File: src/hdl/exu_consts.svh
// width, depth, credit, alu, branch, load and status code macros for the execute unit
`ifndef EXU_CONSTS_SVH
`define EXU_CONSTS_SVH

`define EXU_XLEN        64
`define EXU_DEPTH       2
`define EXU_OUT_CREDITS 4
`define EXU_CREDIT_W    3

// alu operation codes
`define ALU_ADD  5'b00000
`define ALU_SUB  5'b00001
`define ALU_SLT  5'b00010
`define ALU_SLTU 5'b00011
`define ALU_XOR  5'b00100
`define ALU_AND  5'b00101
`define ALU_OR   5'b00110
`define ALU_SLL  5'b00111
`define ALU_SRL  5'b01000
`define ALU_SRA  5'b01001
`define ALU_MUL  5'b01010
`define ALU_DIV  5'b01011
`define ALU_DIVU 5'b01100
`define ALU_REM  5'b01101
`define ALU_REMU 5'b01110
`define ALU_COPY 5'b01111

// source b select
`define ALUB_RS2  2'b00
`define ALUB_IMM  2'b01
`define ALUB_FOUR 2'b10

// branch kinds
`define BR_NONE 3'b000
`define BR_JAL  3'b001
`define BR_JALR 3'b010
`define BR_BEQ  3'b100
`define BR_BNE  3'b101
`define BR_BLT  3'b110
`define BR_BGE  3'b111

// load extension kinds
`define LD_LB  3'b000
`define LD_LBU 3'b001
`define LD_LH  3'b010
`define LD_LHU 3'b011
`define LD_LW  3'b100
`define LD_LWU 3'b101
`define LD_LD  3'b110

// execute status
`define EX_EBREAK  4'b1110
`define EX_INVALID 4'b1111

`endif

File: src/hdl/exu_pkg.sv
// vector types for the execute unit datapath and control fields
`default_nettype none
`include "exu_consts.svh"

package exu_pkg;

  // data word, also pc, immediate and load data
  typedef logic [`EXU_XLEN-1:0] xlen_t;

  typedef logic [4:0] alu_ctr_t;

  // rs2, immediate or constant 4
  typedef logic [1:0] alub_sel_t;

  // signedness of blt/bge comes from the alu code
  typedef logic [2:0] branch_t;

  typedef logic [2:0] mem_op_t;

  typedef logic [3:0] ex_ctr_t;

endpackage

`default_nettype wire

File: src/hdl/exu_wb.sv
// word result extension, load extension, write-back select and result register
`timescale 1ns/10ps
`default_nettype none
`include "exu_consts.svh"

module exu_wb (
  input  logic              i_clk,
  input  logic              i_arst_n,
  input  logic              i_load,
  input  exu_pkg::xlen_t    i_alu_result,
  input  exu_pkg::xlen_t    i_md_result,
  input  logic              i_is_md,
  input  logic              i_word_cut,
  input  exu_pkg::xlen_t    i_next_pc,
  input  exu_pkg::xlen_t    i_rdata,
  input  exu_pkg::mem_op_t  i_mem_op,
  input  logic              i_mem_to_reg,
  input  logic              i_sel_csr,
  input  exu_pkg::xlen_t    i_rs2,
  input  exu_pkg::ex_ctr_t  i_ex_ctr,
  output exu_pkg::xlen_t    o_alu_result,
  output exu_pkg::xlen_t    o_next_pc,
  output exu_pkg::xlen_t    o_bus_w,
  output exu_pkg::ex_ctr_t  o_ex_ctr
);

  import exu_pkg::*;

  xlen_t result;
  xlen_t result_ext;
  xlen_t load_ext;
  xlen_t bus_w;

  assign result = i_is_md ? i_md_result : i_alu_result;

  // word ops sign extend the low word
  assign result_ext = i_word_cut ? {{32{result[31]}}, result[31:0]} : result;

  always_comb begin
    case (i_mem_op)
      `LD_LB:  load_ext = {{56{i_rdata[7]}}, i_rdata[7:0]};
      `LD_LBU: load_ext = {56'b0, i_rdata[7:0]};
      `LD_LH:  load_ext = {{48{i_rdata[15]}}, i_rdata[15:0]};
      `LD_LHU: load_ext = {48'b0, i_rdata[15:0]};
      `LD_LW:  load_ext = {{32{i_rdata[31]}}, i_rdata[31:0]};
      `LD_LWU: load_ext = {32'b0, i_rdata[31:0]};
      default: load_ext = i_rdata;
    endcase
  end

  // csr moves write the raw rs2
  assign bus_w = i_mem_to_reg ? load_ext : (i_sel_csr ? i_rs2 : result_ext);

  always_ff @(posedge i_clk) begin
    if (i_load) begin
      o_alu_result <= result_ext;
      o_next_pc    <= i_next_pc;
      o_bus_w      <= bus_w;
    end
  end

  always_ff @(posedge i_clk or negedge i_arst_n) begin
    if (!i_arst_n) begin
      o_ex_ctr <= '0;
    end else if (i_load) begin
      o_ex_ctr <= i_ex_ctr;
    end
  end

endmodule

`default_nettype wire

File: config.mk
export PLATFORM = sky130hd
export DESIGN_NAME = exu_wb
export DESIGN_NICKNAME = d
export VERILOG_FILES = /design/src/hdl/exu_pkg.sv /design/src/hdl/exu_wb.sv
export VERILOG_INCLUDE_DIRS = /design/src /design/src/hdl
export SDC_FILE = /design/constraint.sdc
export NUM_CORES = 1
export LEC_CHECK = 0
export BUFFER_PORTS_ARGS = -buffer_cell sky130_fd_sc_hd__buf_2
export CAP_MARGIN = 20
export CELL_PAD_IN_SITES_DETAIL_PLACEMENT = 1
export CELL_PAD_IN_SITES_GLOBAL_PLACEMENT = 2
export CORE_AREA = 10 10 197 199
export DETAILED_ROUTE_END_ITERATION = 8
export DIE_AREA = 0 0 207 209
export GPL_TIMING_DRIVEN = 0
export PLACE_DENSITY = 0.82
export RECOVER_POWER = 50
export SYNTH_ARGS = -nofsm -noshare
export SYNTH_HDL_FRONTEND = slang
export SYNTH_SLANG_ARGS = --single-unit
File: constraint.sdc
create_clock -name i_clk -period 1.9 [get_ports i_clk]
set_clock_uncertainty 0.05 [all_clocks]
set_input_delay 0.19 -clock i_clk [delete_from_list [all_inputs] [get_ports i_clk]]
set_output_delay 0.19 -clock i_clk [all_outputs]
set_load 0.05 [all_outputs]
==> results of run 1 <==
layout by cell type, fill, tap and decap left out, types with 2 or more instances in the layout:
cell type and count:
buf_2 528, edfxtp_1 192, dlygate4sd3_1 102, nand2_1 56
mux2_2 52, o21a_1 40, o22ai_1 32, a211oi_1 32
mux2i_1 32, clkbuf_1 31, mux2_1 17, clkbuf_16 17
a22oi_1 16, nor3_1 8, a21oi_1 8, o21ai_0 8
buf_4 6, diode_2 5, buf_6 5, dfrtp_1 4
clkinv_1 3, inv_6 3, inv_8 3, clkinvlp_4 2
clkinv_2 2
report_power, final:
| part | switching [mW] | internal, mW |
|---|---|---|
| Sequential | 0.119 | 5.23 |
| Combinational | 2.32 | 0.960 |
| Clock | 1.80 | 1.85 |
stage by stage:
| stage | util, % | area (µm²) | hold slack (ns) | setup TNS (ns) | total power, mW |
|---|---|---|---|---|---|
| 2_1_floorplan | - | 8530 | -0.156 | 0 | 7.43 |
| 6_report | 38.1 | 13300 | 0.0255 | 0 | 12.3 |
| 4_1_cts | 38.1 | 13400 | 0.000366 | 0 | 12.4 |
| 5_1_grt | 38.1 | 13300 | 0.0163 | 0 | 12.7 |
| 3_3_place_gp | 33.5 | 11700 | -0.0550 | -422.44 | 8.53 |
| 3_5_place_dp | 33.6 | 11800 | -0.0494 | -18.75 | 8.56 |
registers in the layout, indices dropped and copies added, names as in the netlist:
name	count
o_bus_w	64
o_ex_ctr	4
o_next_pc	64
o_alu_result	64
Yosys cell counts, types with 4 or more instances:
master	count	area share [%]
o21a_1	40	3.5
a21oi_1	8	0.47
mux2i_1	32	3.8
edfxtp_1	192	68
buf_2	26	1.5
o21ai_0	8	0.47
nor3_1	8	0.47
clkbuf_1	8	0.35
buf_6	5	0.66
mux2_2	68	9.0
o22ai_1	32	2.3
buf_4	6	0.53
dfrtp_1	4	1.2
nand2_1	56	2.5
a211oi_1	32	2.8
a22oi_1	16	1.4
final cells by class:
| cell class | count | area [µm²] |
|---|---|---|
| antenna | 5 | 12.5 |
| buffer | 46 | 255 |
| clock buffer | 17 | 425 |
| clock inverter | 15 | 148 |
| fill | 3962 | 21700 |
| inverter | 2 | 7.51 |
| multi-input combinational | 311 | 2390 |
| sequential | 196 | 5870 |
| tap | 461 | 577 |
| timing repair buffer | 629 | 3660 |
per-layer routing:
metal	track usage, %	part of all wire (%)
met1	19.1	37
met2	32.3	52
met3	6.86	8.6
met4	6.85	2.2
met5	0	0.032
cells by family (layout without fill, tap and decap cells):
logic type             Yosys count  in the layout  synth area share (%)
AO/OA/AOI/OAI                  138            138                  11.3
buffers and inverters           48            709                  3.20
AND/OR/NAND/NOR                 72             72                  3.82
multiplexers                   101            101                  12.9
flip-flops                     196            196                  68.8
other                            0              5                     0
what timing repair did:
action	4_1_cts	5_1_grt
endpoints found under the setup margin	30	1
hold endpoints to repair	95	0
cloned	0	0
gates resized for setup	1	0
pin swaps	0	1
setup buffers	0	1
hold buffers	102	0
final timing paths:
kind | cells after the start | startpoint | to
worst max-delay path | 4 | i_is_md | o_alu_result[13]$_DFFE_PP_
worst min-delay path | 2 | i_alu_result[8] | o_alu_result[8]$_DFFE_PP_
worst max register to register | 1 | o_ex_ctr[3]$_DFFE_PN0P_ | o_ex_ctr[3]$_DFFE_PN0P_
worst min register to register | 1 | o_ex_ctr[0]$_DFFE_PN0P_ | o_ex_ctr[0]$_DFFE_PN0P_
max in group asynchronous | 3 | i_arst_n | o_ex_ctr[3]$_DFFE_PN0P_
min in group asynchronous | 3 | i_arst_n | o_ex_ctr[2]$_DFFE_PN0P_
==> results.tsv, run 1 <==
metric	value	unit
outcome	finished, final reports clean	
routability congestion estimate	0.867	
Clock Latency Late Sink	0.44	ns
largest net degree at the start of global routing	104	
Mapped Area	0.00853	mm²
Final Critical Period	1.80	ns
Startpoint Class	primary input	
leakage power	5.65	nW
layout cells sized above 1	51.6	%
cell breakdown of the critical path	buf_6 -> clkbuf_1 -> mux2_2 -> dlygate4sd3_1	
Routed WL	40800	µm
Min-Delay Path Class	in -> reg	
CP Class	in -> reg	
final setup violation count	0	
worst reg-to-reg setup slack	1.09	ns
Final HPWL DP	31000	µm
die footprint	0.0433	mm²
GRT Total Usage	18.2	%
die width	207	µm
critical path arrival	1.95	ns
final net count	1537	
slowest stage delay, CP	0.59	ns
WL/cell	24.3	µm
Clock transition at path regs	0.07	ns
number of global-route vias before repair	8812	
initial antenna violation count	7	
Die Y	209	µm
CTS sink cnt	196	
WP data required	2.05	ns
Mapped Cells	555	
Yosys cell types	30	
synthesis-stage register bit count	196	
RSZ-0062 raised after global routing	false	
placed cells	1542	
Max Cap Viol	0	
total number of vias	7598	
Core Box Area	0.0351	mm²
Slew Limit Fails	0	
CTS Root Cell	clkbuf_16	
Post-route DRC	0	
Max Root-Sink Buffers	2	
Worst Max-Slew Pin Slew	1.04	ns
syn avg cell area	15.4	µm²
fin worst setup slack	0.0996	ns
DRT Pass-1 Iters	4	
Post-synth EDFFs	192	
I/O Pins	530	
CP top delay family	buffers and inverters	
Fmax	0.555	GHz
vias per inst	4.52	
worst path buffer plus inverter count	3	
pre-CTS WS	-0.586	ns
period utilisation layout	94.8	%
total CTS buffers	17	
first-pass GRT wire length	59100	µm
Synth Warn #	0	
Slew Limit Headroom	30.9	%
final hold vios	0	
ys flop type	edfxtp_1	
Worst Setup End Kind	flip-flop	
slowest cell on the critical path	clkbuf_1	
H-tree depth	4	
syn nets	889	
Post-synth ARST share	2.04	%
PD cells	919	mW/mm²
Worst VDD drop	0.595	mV
sequential element share of the synthesized area	68.8	%
initial drt markers	328	
gr ovfl total	0	
Final ANT Viol Nets	0	
area added between synthesis and finish	56.5	%
row cnt	69	
# port buffers	525	
initial core utilization	24.3	%
CTS tree	yes	
Non-Filler Instances	1682	
crit path max fanout	10	
Power figures use the tool's default switching activity.
==> inputs of run 2 (changes only) <==
--- a/config.mk
+++ b/config.mk
@@ -6,15 +6,16 @@
 export SDC_FILE = /design/constraint.sdc
 export NUM_CORES = 1
 export LEC_CHECK = 0
+export ABC_AREA = 1
 export BUFFER_PORTS_ARGS = -buffer_cell sky130_fd_sc_hd__buf_2
 export CAP_MARGIN = 20
 export CELL_PAD_IN_SITES_DETAIL_PLACEMENT = 1
 export CELL_PAD_IN_SITES_GLOBAL_PLACEMENT = 2
-export CORE_AREA = 10 10 197 199
+export CORE_MARGIN = 10
+export CORE_UTILIZATION = 26
 export DETAILED_ROUTE_END_ITERATION = 8
-export DIE_AREA = 0 0 207 209
 export GPL_TIMING_DRIVEN = 0
-export PLACE_DENSITY = 0.82
+export PLACE_DENSITY = 0.91
 export RECOVER_POWER = 50
 export SYNTH_ARGS = -nofsm -noshare
 export SYNTH_HDL_FRONTEND = slang
==> results.tsv, run 2 <==
metric	value	unit	change
outcome	finished, final reports clean		
synthesis-stage register bit count	196		unchanged
initial drt markers	672		+100%
Post-route DRC	0		unchanged
Final Critical Period	1.74	ns	-0.0646 ns
# port buffers	526		+0.19%
CP Class	in -> reg		
final hold vios	0		unchanged
top-area cell type share of the netlist area	61.9	%	-5.7 points
row cnt	69		unchanged
WL/cell	24.5	µm	+0.94%
worst reg-to-reg setup slack	0.97	ns	-0.12 ns
Fmax	0.576	GHz	+3.7%
die footprint	0.0438	mm²	+1.2%
Mapped Area	0.00931	mm²	+9.2%
Min-Delay Path Class	in -> reg		
largest area contributor in the synthesized netlist	edfxtp_1		
total CTS buffers	17		unchanged
total number of vias	9878		+30%
Internal Power	8.06	mW	+0.28%
Die Y	209	µm	+0.11%
min-delay src	i_alu_result[21]		
Largest regs	o_alu_result (64), o_bus_w (64), o_next_pc (64)		
sequential element share of the synthesized area	63.0	%	-5.8 points
Core Box Area	0.0355	mm²	+1.2%
placed cells	1962		+27%
PD cells	904	mW/mm²	-1.7%
DR top layer	met5		
Startpoint Class	primary input		
most common cell in the netlist	nand2_1		
Worst Hold Path EP	o_alu_result[21]$_DFFE_PP_		
Hold Path Depth	3		+1
period utilisation layout	91.4	%	-3.4 points
Final HPWL DP	38100	µm	+23%
initial core utilization	26.2	%	+1.9 points
CTS tree	yes		
post-CTS sizing	0		-1
CTS Root Cell	clkbuf_16		
final instance area	0.0141	mm²	+5.9%
ys flop type	edfxtp_1		
Routed WL	51500	µm	+26%
switch share	36.9	%	+2.4 points
Post-synth ARST share	2.04	%	unchanged
Sequential Power Share	42.0	%	-1.6 points
number of setup buffers added after CTS	0		unchanged
Yosys cell types	22		-27%
syn avg cell area	9.56	µm²	-38%
critical path arrival	2.01	ns	+0.06 ns
highest-count cells in the layout ignoring fill and taps	buf_2 (542), nand2_1 (353), edfxtp_1 (192)		
die width	209	µm	+1.1%
I/O Pins	530		unchanged
number of global-route vias before repair	10500		+19%
crit path max fanout	10		unchanged
largest net degree at the start of global routing	102		-1.9%
H-tree depth	4		unchanged
area added between synthesis and finish	51.9	%	
Net Switching	4.72	mW	+11%
r2r worst-path depth	1		unchanged
vias per inst	4.69		+3.9%
Synth area leaders	edfxtp_1 (62%), nand2_1 (14%), nand3_1 (5.2%)		
area of the multi-input gates	0.00279	mm²	+17%
Final ANT Viol Nets	0		unchanged
clock network power share	30.7	%	+1.0 points
Max Cap Viol	0		unchanged
Clock transition at path regs	0.09	ns	+0.02 ns
layout cells sized above 1	37.2	%	-14 points
Clock Latency Late Sink	0.46	ns	+0.02 ns
WP data required	2.17	ns	+0.12 ns
initial antenna violation count	14		+7
CTS sink cnt	196		unchanged
FILL cells	4252		+7.3%
FF-to-FF End	o_ex_ctr[1]$_DFFE_PN0P_		
GRT Total Usage	22.5	%	+4.3 points
Post-synth EDFFs	192		unchanged
Slew Limit Headroom	33.8	%	+3.0 points
met3 routed WL	3930	µm	+12%
leakage power	6.87	nW	+22%
first-pass GRT wire length	73200	µm	+24%
register area	0.00587	mm²	unchanged
most common cell after layout, fill and taps aside	buf_2		
final net count	1957		+27%
Non-Filler Instances	2104		+25%
Worst Setup End Kind	flip-flop		
Combinational Power Share	27.3	%	+0.6 points
routability congestion estimate	0.812		-6.3%
top post-synthesis cells by count	nand2_1 (351), edfxtp_1 (192), nand3_1 (96)		
DRT Pass-1 Iters	4		unchanged
final setup violation count	0		unchanged
worst r2r src	o_ex_ctr[1]$_DFFE_PN0P_		
Slew Limit Fails	0		unchanged
Worst VDD drop	0.599	mV	+0.78%
Worst Max-Slew Pin Slew	0.993	ns	-0.0445 ns
Synth Warn #	0		unchanged
RSZ-0062 raised after global routing	false		
syn nets	1308		+47%
met1 WL	19300	µm	+28%
Max Root-Sink Buffers	2		unchanged
met2 wire len	26700	µm	+26%
gr ovfl total	0		unchanged
Placed Area	0.0126	mm²	+6.7%
Mapped Cells	974		+75%
## run 2: changes by cell type in the layout (fill, tap and decap cells not counted), sizes merged, moves of 12 or more
cell | before | now
inv | 7 | 79
buf | 542 | 554
a21oi | 9 | 55
nand3 | 0 | 96
nand2 | 56 | 356
mux2i | 32 | 0
o22ai | 32 | 1
o21a | 40 | 0
nand4 | 0 | 32
a211oi | 33 | 0
nor2 | 1 | 77
mux2 | 69 | 4
## run 2: how the worst max path moves through the flow
stage                           start                         end  slack, ns  depth (start not counted)
after global routing          i_is_md       o_bus_w[42]$_DFFE_PP_       0.11                          9
final                         i_is_md  o_alu_result[11]$_DFFE_PP_       0.16                          6
after floorplan           i_mem_op[1]       o_bus_w[22]$_DFFE_PP_       0.68                          8
after detailed placement      i_is_md       o_bus_w[63]$_DFFE_PP_       0.02                          8
after global placement         i_load     o_ex_ctr[1]$_DFFE_PN0P_      -2.25                          2
after CTS                     i_is_md  o_alu_result[11]$_DFFE_PP_       0.35                          6
## run 2: kinds of logic after synthesis
kind of cell	synth area share, %
simple gates	25.1
buf+inv	6.83
flops	63.0
mux	0.484
compound gates	4.56
## run 2: cell type report
cell class                      count  share of cell area [%]
Antenna cell                        7                   0.124
Tap cell                          461                    4.08
Multi-Input combinational cell    638                    19.7
Clock inverter                     15                    1.32
Clock buffer                       17                    3.01
Timing Repair Buffer              630                    25.9
Inverter                           72                    1.91
Buffer                             68                    2.44
Sequential cell                   196                    41.5
## run 2: per-layer routing
metal  GRT usage (%)  vias to the layer above
met5               0                        -
met4            8.01                       12
met3            6.80                       74
met2            40.6                      412
met1            24.3                     4822
li1                -                     4558
## run 2: metrics by stage
step	setup TNS [ns]	hold slack, ns	setup WS [ns]	power (mW)	utilization [%]
floorplan	0	-0.156	0.682	7.51	-
global placement	-414.83	-0.0537	-2.25	8.69	35.3
detailed placement	0	-0.0433	0.0245	8.75	35.4
CTS	0	0.000136	0.354	12.8	40.0
global route	0	0.0244	0.115	13.2	39.8
finish	0	0.0205	0.164	12.8	39.8
## run 2: worst max-delay path, cell delays in order
cell and delay (ns):
clkbuf_1 0.11, buf_4 0.24, clkbuf_1 0.57, nand2_1 0.13, nand2_1 0.15, dlygate4sd3_1 0.59
## run 2: power groups by stage
stage / clock [mW] / combinational [mW] / sequential (mW)
floorplan: 0 / 0.651 / 6.86
global placement: 0 / 3.25 / 5.43
detailed placement: 0 / 3.32 / 5.43
CTS: 3.93 / 3.51 / 5.34
global route: 4.13 / 3.69 / 5.39
finish: 3.92 / 3.49 / 5.36
## run 2: repair_timing
action | CTS | global route
hold buffers | 103 | 0
hold endpoints to repair | 93 | 0
setup endpoints to repair | 0 | 0
==> inputs of run 3 (changes only) <==
--- a/config.mk
+++ b/config.mk
@@ -11,6 +11,7 @@
 export CAP_MARGIN = 20
 export CELL_PAD_IN_SITES_DETAIL_PLACEMENT = 1
 export CELL_PAD_IN_SITES_GLOBAL_PLACEMENT = 2
+export CORE_ASPECT_RATIO = 0.7
 export CORE_MARGIN = 10
 export CORE_UTILIZATION = 26
 export DETAILED_ROUTE_END_ITERATION = 8
==> results.tsv, run 3 (same netlist as run 2, synthesis figures left out) <==
metric	value	unit	change
critical path arrival	1.88	ns	-0.13 ns
slowest stage delay, CP	0.57	ns	-0.02 ns
final setup violation count	0		unchanged
Combinational Power Share	27.6	%	+0.3 points
period utilisation layout	84.1	%	-7.2 points
WP data required	2.18	ns	about the same
FILL cells	4191		-1.4%
CTS sink cnt	196		unchanged
post-CTS sizing	0		unchanged
leakage power	6.98	nW	+1.5%
cell breakdown of the critical path	clkbuf_1 -> buf_4 -> clkbuf_1 -> nand2_1 -> nand2_1 -> dlygate4sd3_1		
total number of vias	10100		+2.3%
crit path max fanout	10		unchanged
final instance area	0.0144	mm²	+2.1%
outcome	finished, final reports clean		
Worst VDD drop	0.533	mV	-11%
Final Critical Period	1.60	ns	-0.137 ns
final hold vios	0		unchanged
fin util	41.2	%	+1.4 points
Placed Area	0.0126	mm²	+0.11%
CTS tree	yes		
number of global-route vias before repair	10800		+3.2%
WL/cell	24.6	µm	+0.37%
Max Root-Sink Buffers	2		unchanged
CP Class	in -> reg		
setup TNS	0	ns	unchanged
gr ovfl total	0		unchanged
Fmax	0.626	GHz	+8.6%
row cnt	57		-17%
most common cell after layout, fill and taps aside	buf_2		
layout cells sized above 1	36.4	%	-0.81 points
PD cells	895	mW/mm²	-0.93%
I/O Pins	530		unchanged
first-pass GRT wire length	74500	µm	+1.9%
Final ANT Viol Nets	0		unchanged
Clock Latency Late Sink	0.45	ns	about the same
Largest regs	o_alu_result (64), o_bus_w (64), o_next_pc (64)		
Min-Delay Path Class	in -> reg		
Startpoint Class	primary input		
# port buffers	526		unchanged
Worst Max-Slew Pin Slew	0.967	ns	-0.0255 ns
initial drt markers	671		-0.15%
RSZ-0062 raised after global routing	false		
Clock transition at path regs	0.09	ns	about the same
Power Total	12.9	mW	+1.2%
clock network power share	31.0	%	+0.3 points
area added between synthesis and finish	55.1	%	
Slew Limit Headroom	35.5	%	+1.7 points
Final HPWL DP	39000	µm	+2.3%
Sequential Power Share	41.4	%	-0.6 points
Slew Limit Fails	0		unchanged
slowest cell on the critical path	dlygate4sd3_1		
Internal Power	8.05	mW	-0.17%
initial antenna violation count	19		+5
Net Switching	4.88	mW	+3.4%
pre-CTS WS	-0.0417	ns	-0.0662 ns
final net count	1977		+1.0%
die footprint	0.0439	mm²	+0.27%
Die Y	178	µm	-15%
die width	246	µm	+18%
worst path buffer plus inverter count	4		unchanged
total CTS buffers	17		unchanged
largest net degree at the start of global routing	104		+2.0%
Post-route DRC	0		unchanged
initial core utilization	26.6	%	+0.35 points
switch share	37.7	%	+0.83 points
vias per inst	4.71		+0.34%
CTS Root Cell	clkbuf_16		
GRT Total Usage	23.1	%	+0.63 points
Core Box Area	0.0350	mm²	-1.3%
number of setup buffers added after CTS	0		unchanged
highest-count cells in the layout ignoring fill and taps	buf_2 (536), nand2_1 (352), edfxtp_1 (192)		
routability congestion estimate	0.824		+1.4%
Worst Setup End Kind	flip-flop		
H-tree depth	4		unchanged
Max Cap Viol	0		unchanged
CP top delay family	buffers and inverters		
number of hold buffers added after CTS	123		+19%
DRT Pass-1 Iters	7		+3
fin worst setup slack	0.301	ns	+0.137 ns
Routed WL	52700	µm	+2.4%
## run 3: power by group through the flow
stage / Sequential (mW) / Combinational (mW) / Clock [mW]
after floorplan: 6.86 / 0.651 / 0
after global placement: 5.43 / 3.26 / 0
after detailed placement: 5.43 / 3.32 / 0
after CTS: 5.34 / 3.56 / 4.04
after global routing: 5.39 / 3.76 / 4.24
final: 5.35 / 3.56 / 4.01
## run 3: through the flow
stage | std cells | hold slack, ns
floorplan | 974 | -0.156
global placement | 1972 | -0.0541
detailed placement | 1973 | -0.0503
CTS | 2128 | 0.00141
global route | 2142 | 0.0180
finish | 2146 | 0.0369
## run 3: cell type report
type / count / area, µm² / share of cell area (%)
antenna: 18 / 45.0 / 0.312
buffer: 68 / 347 / 2.40
clock buffer: 17 / 425 / 2.95
clock inverter: 15 / 215 / 1.49
inverter: 72 / 270 / 1.87
multi-input combinational: 638 / 2810 / 19.4
sequential: 196 / 5870 / 40.6
tap: 472 / 591 / 4.09
timing repair buffer: 650 / 3870 / 26.8
## run 3: metal layers
layer  GRT usage (%)  share of wire (%)
met4            10.1                3.5
met5               0              0.025
met1            25.6                 38
met2            40.8                 51
met3            6.65                7.8
## run 3: path summary, 6_finish.rpt
check	from	to	slack, ns	depth (start not counted)
max in group asynchronous	i_arst_n	o_ex_ctr[2]$_DFFE_PN0P_	1.01	3
max reg2reg	o_ex_ctr[3]$_DFFE_PN0P_	o_ex_ctr[3]$_DFFE_PN0P_	1.00	1
max	i_is_md	o_alu_result[18]$_DFFE_PP_	0.30	6
min	i_alu_result[5]	o_alu_result[5]$_DFFE_PP_	0.04	3
min in group asynchronous	i_arst_n	o_ex_ctr[0]$_DFFE_PN0P_	0.62	3
min reg2reg	o_ex_ctr[0]$_DFFE_PN0P_	o_ex_ctr[0]$_DFFE_PN0P_	0.48	1
## run 3: tightest hold or removal path, stage by stage
cell	delay (ns)
buf_2	0.07
nand2_1	0.04
nand2_1	0.10
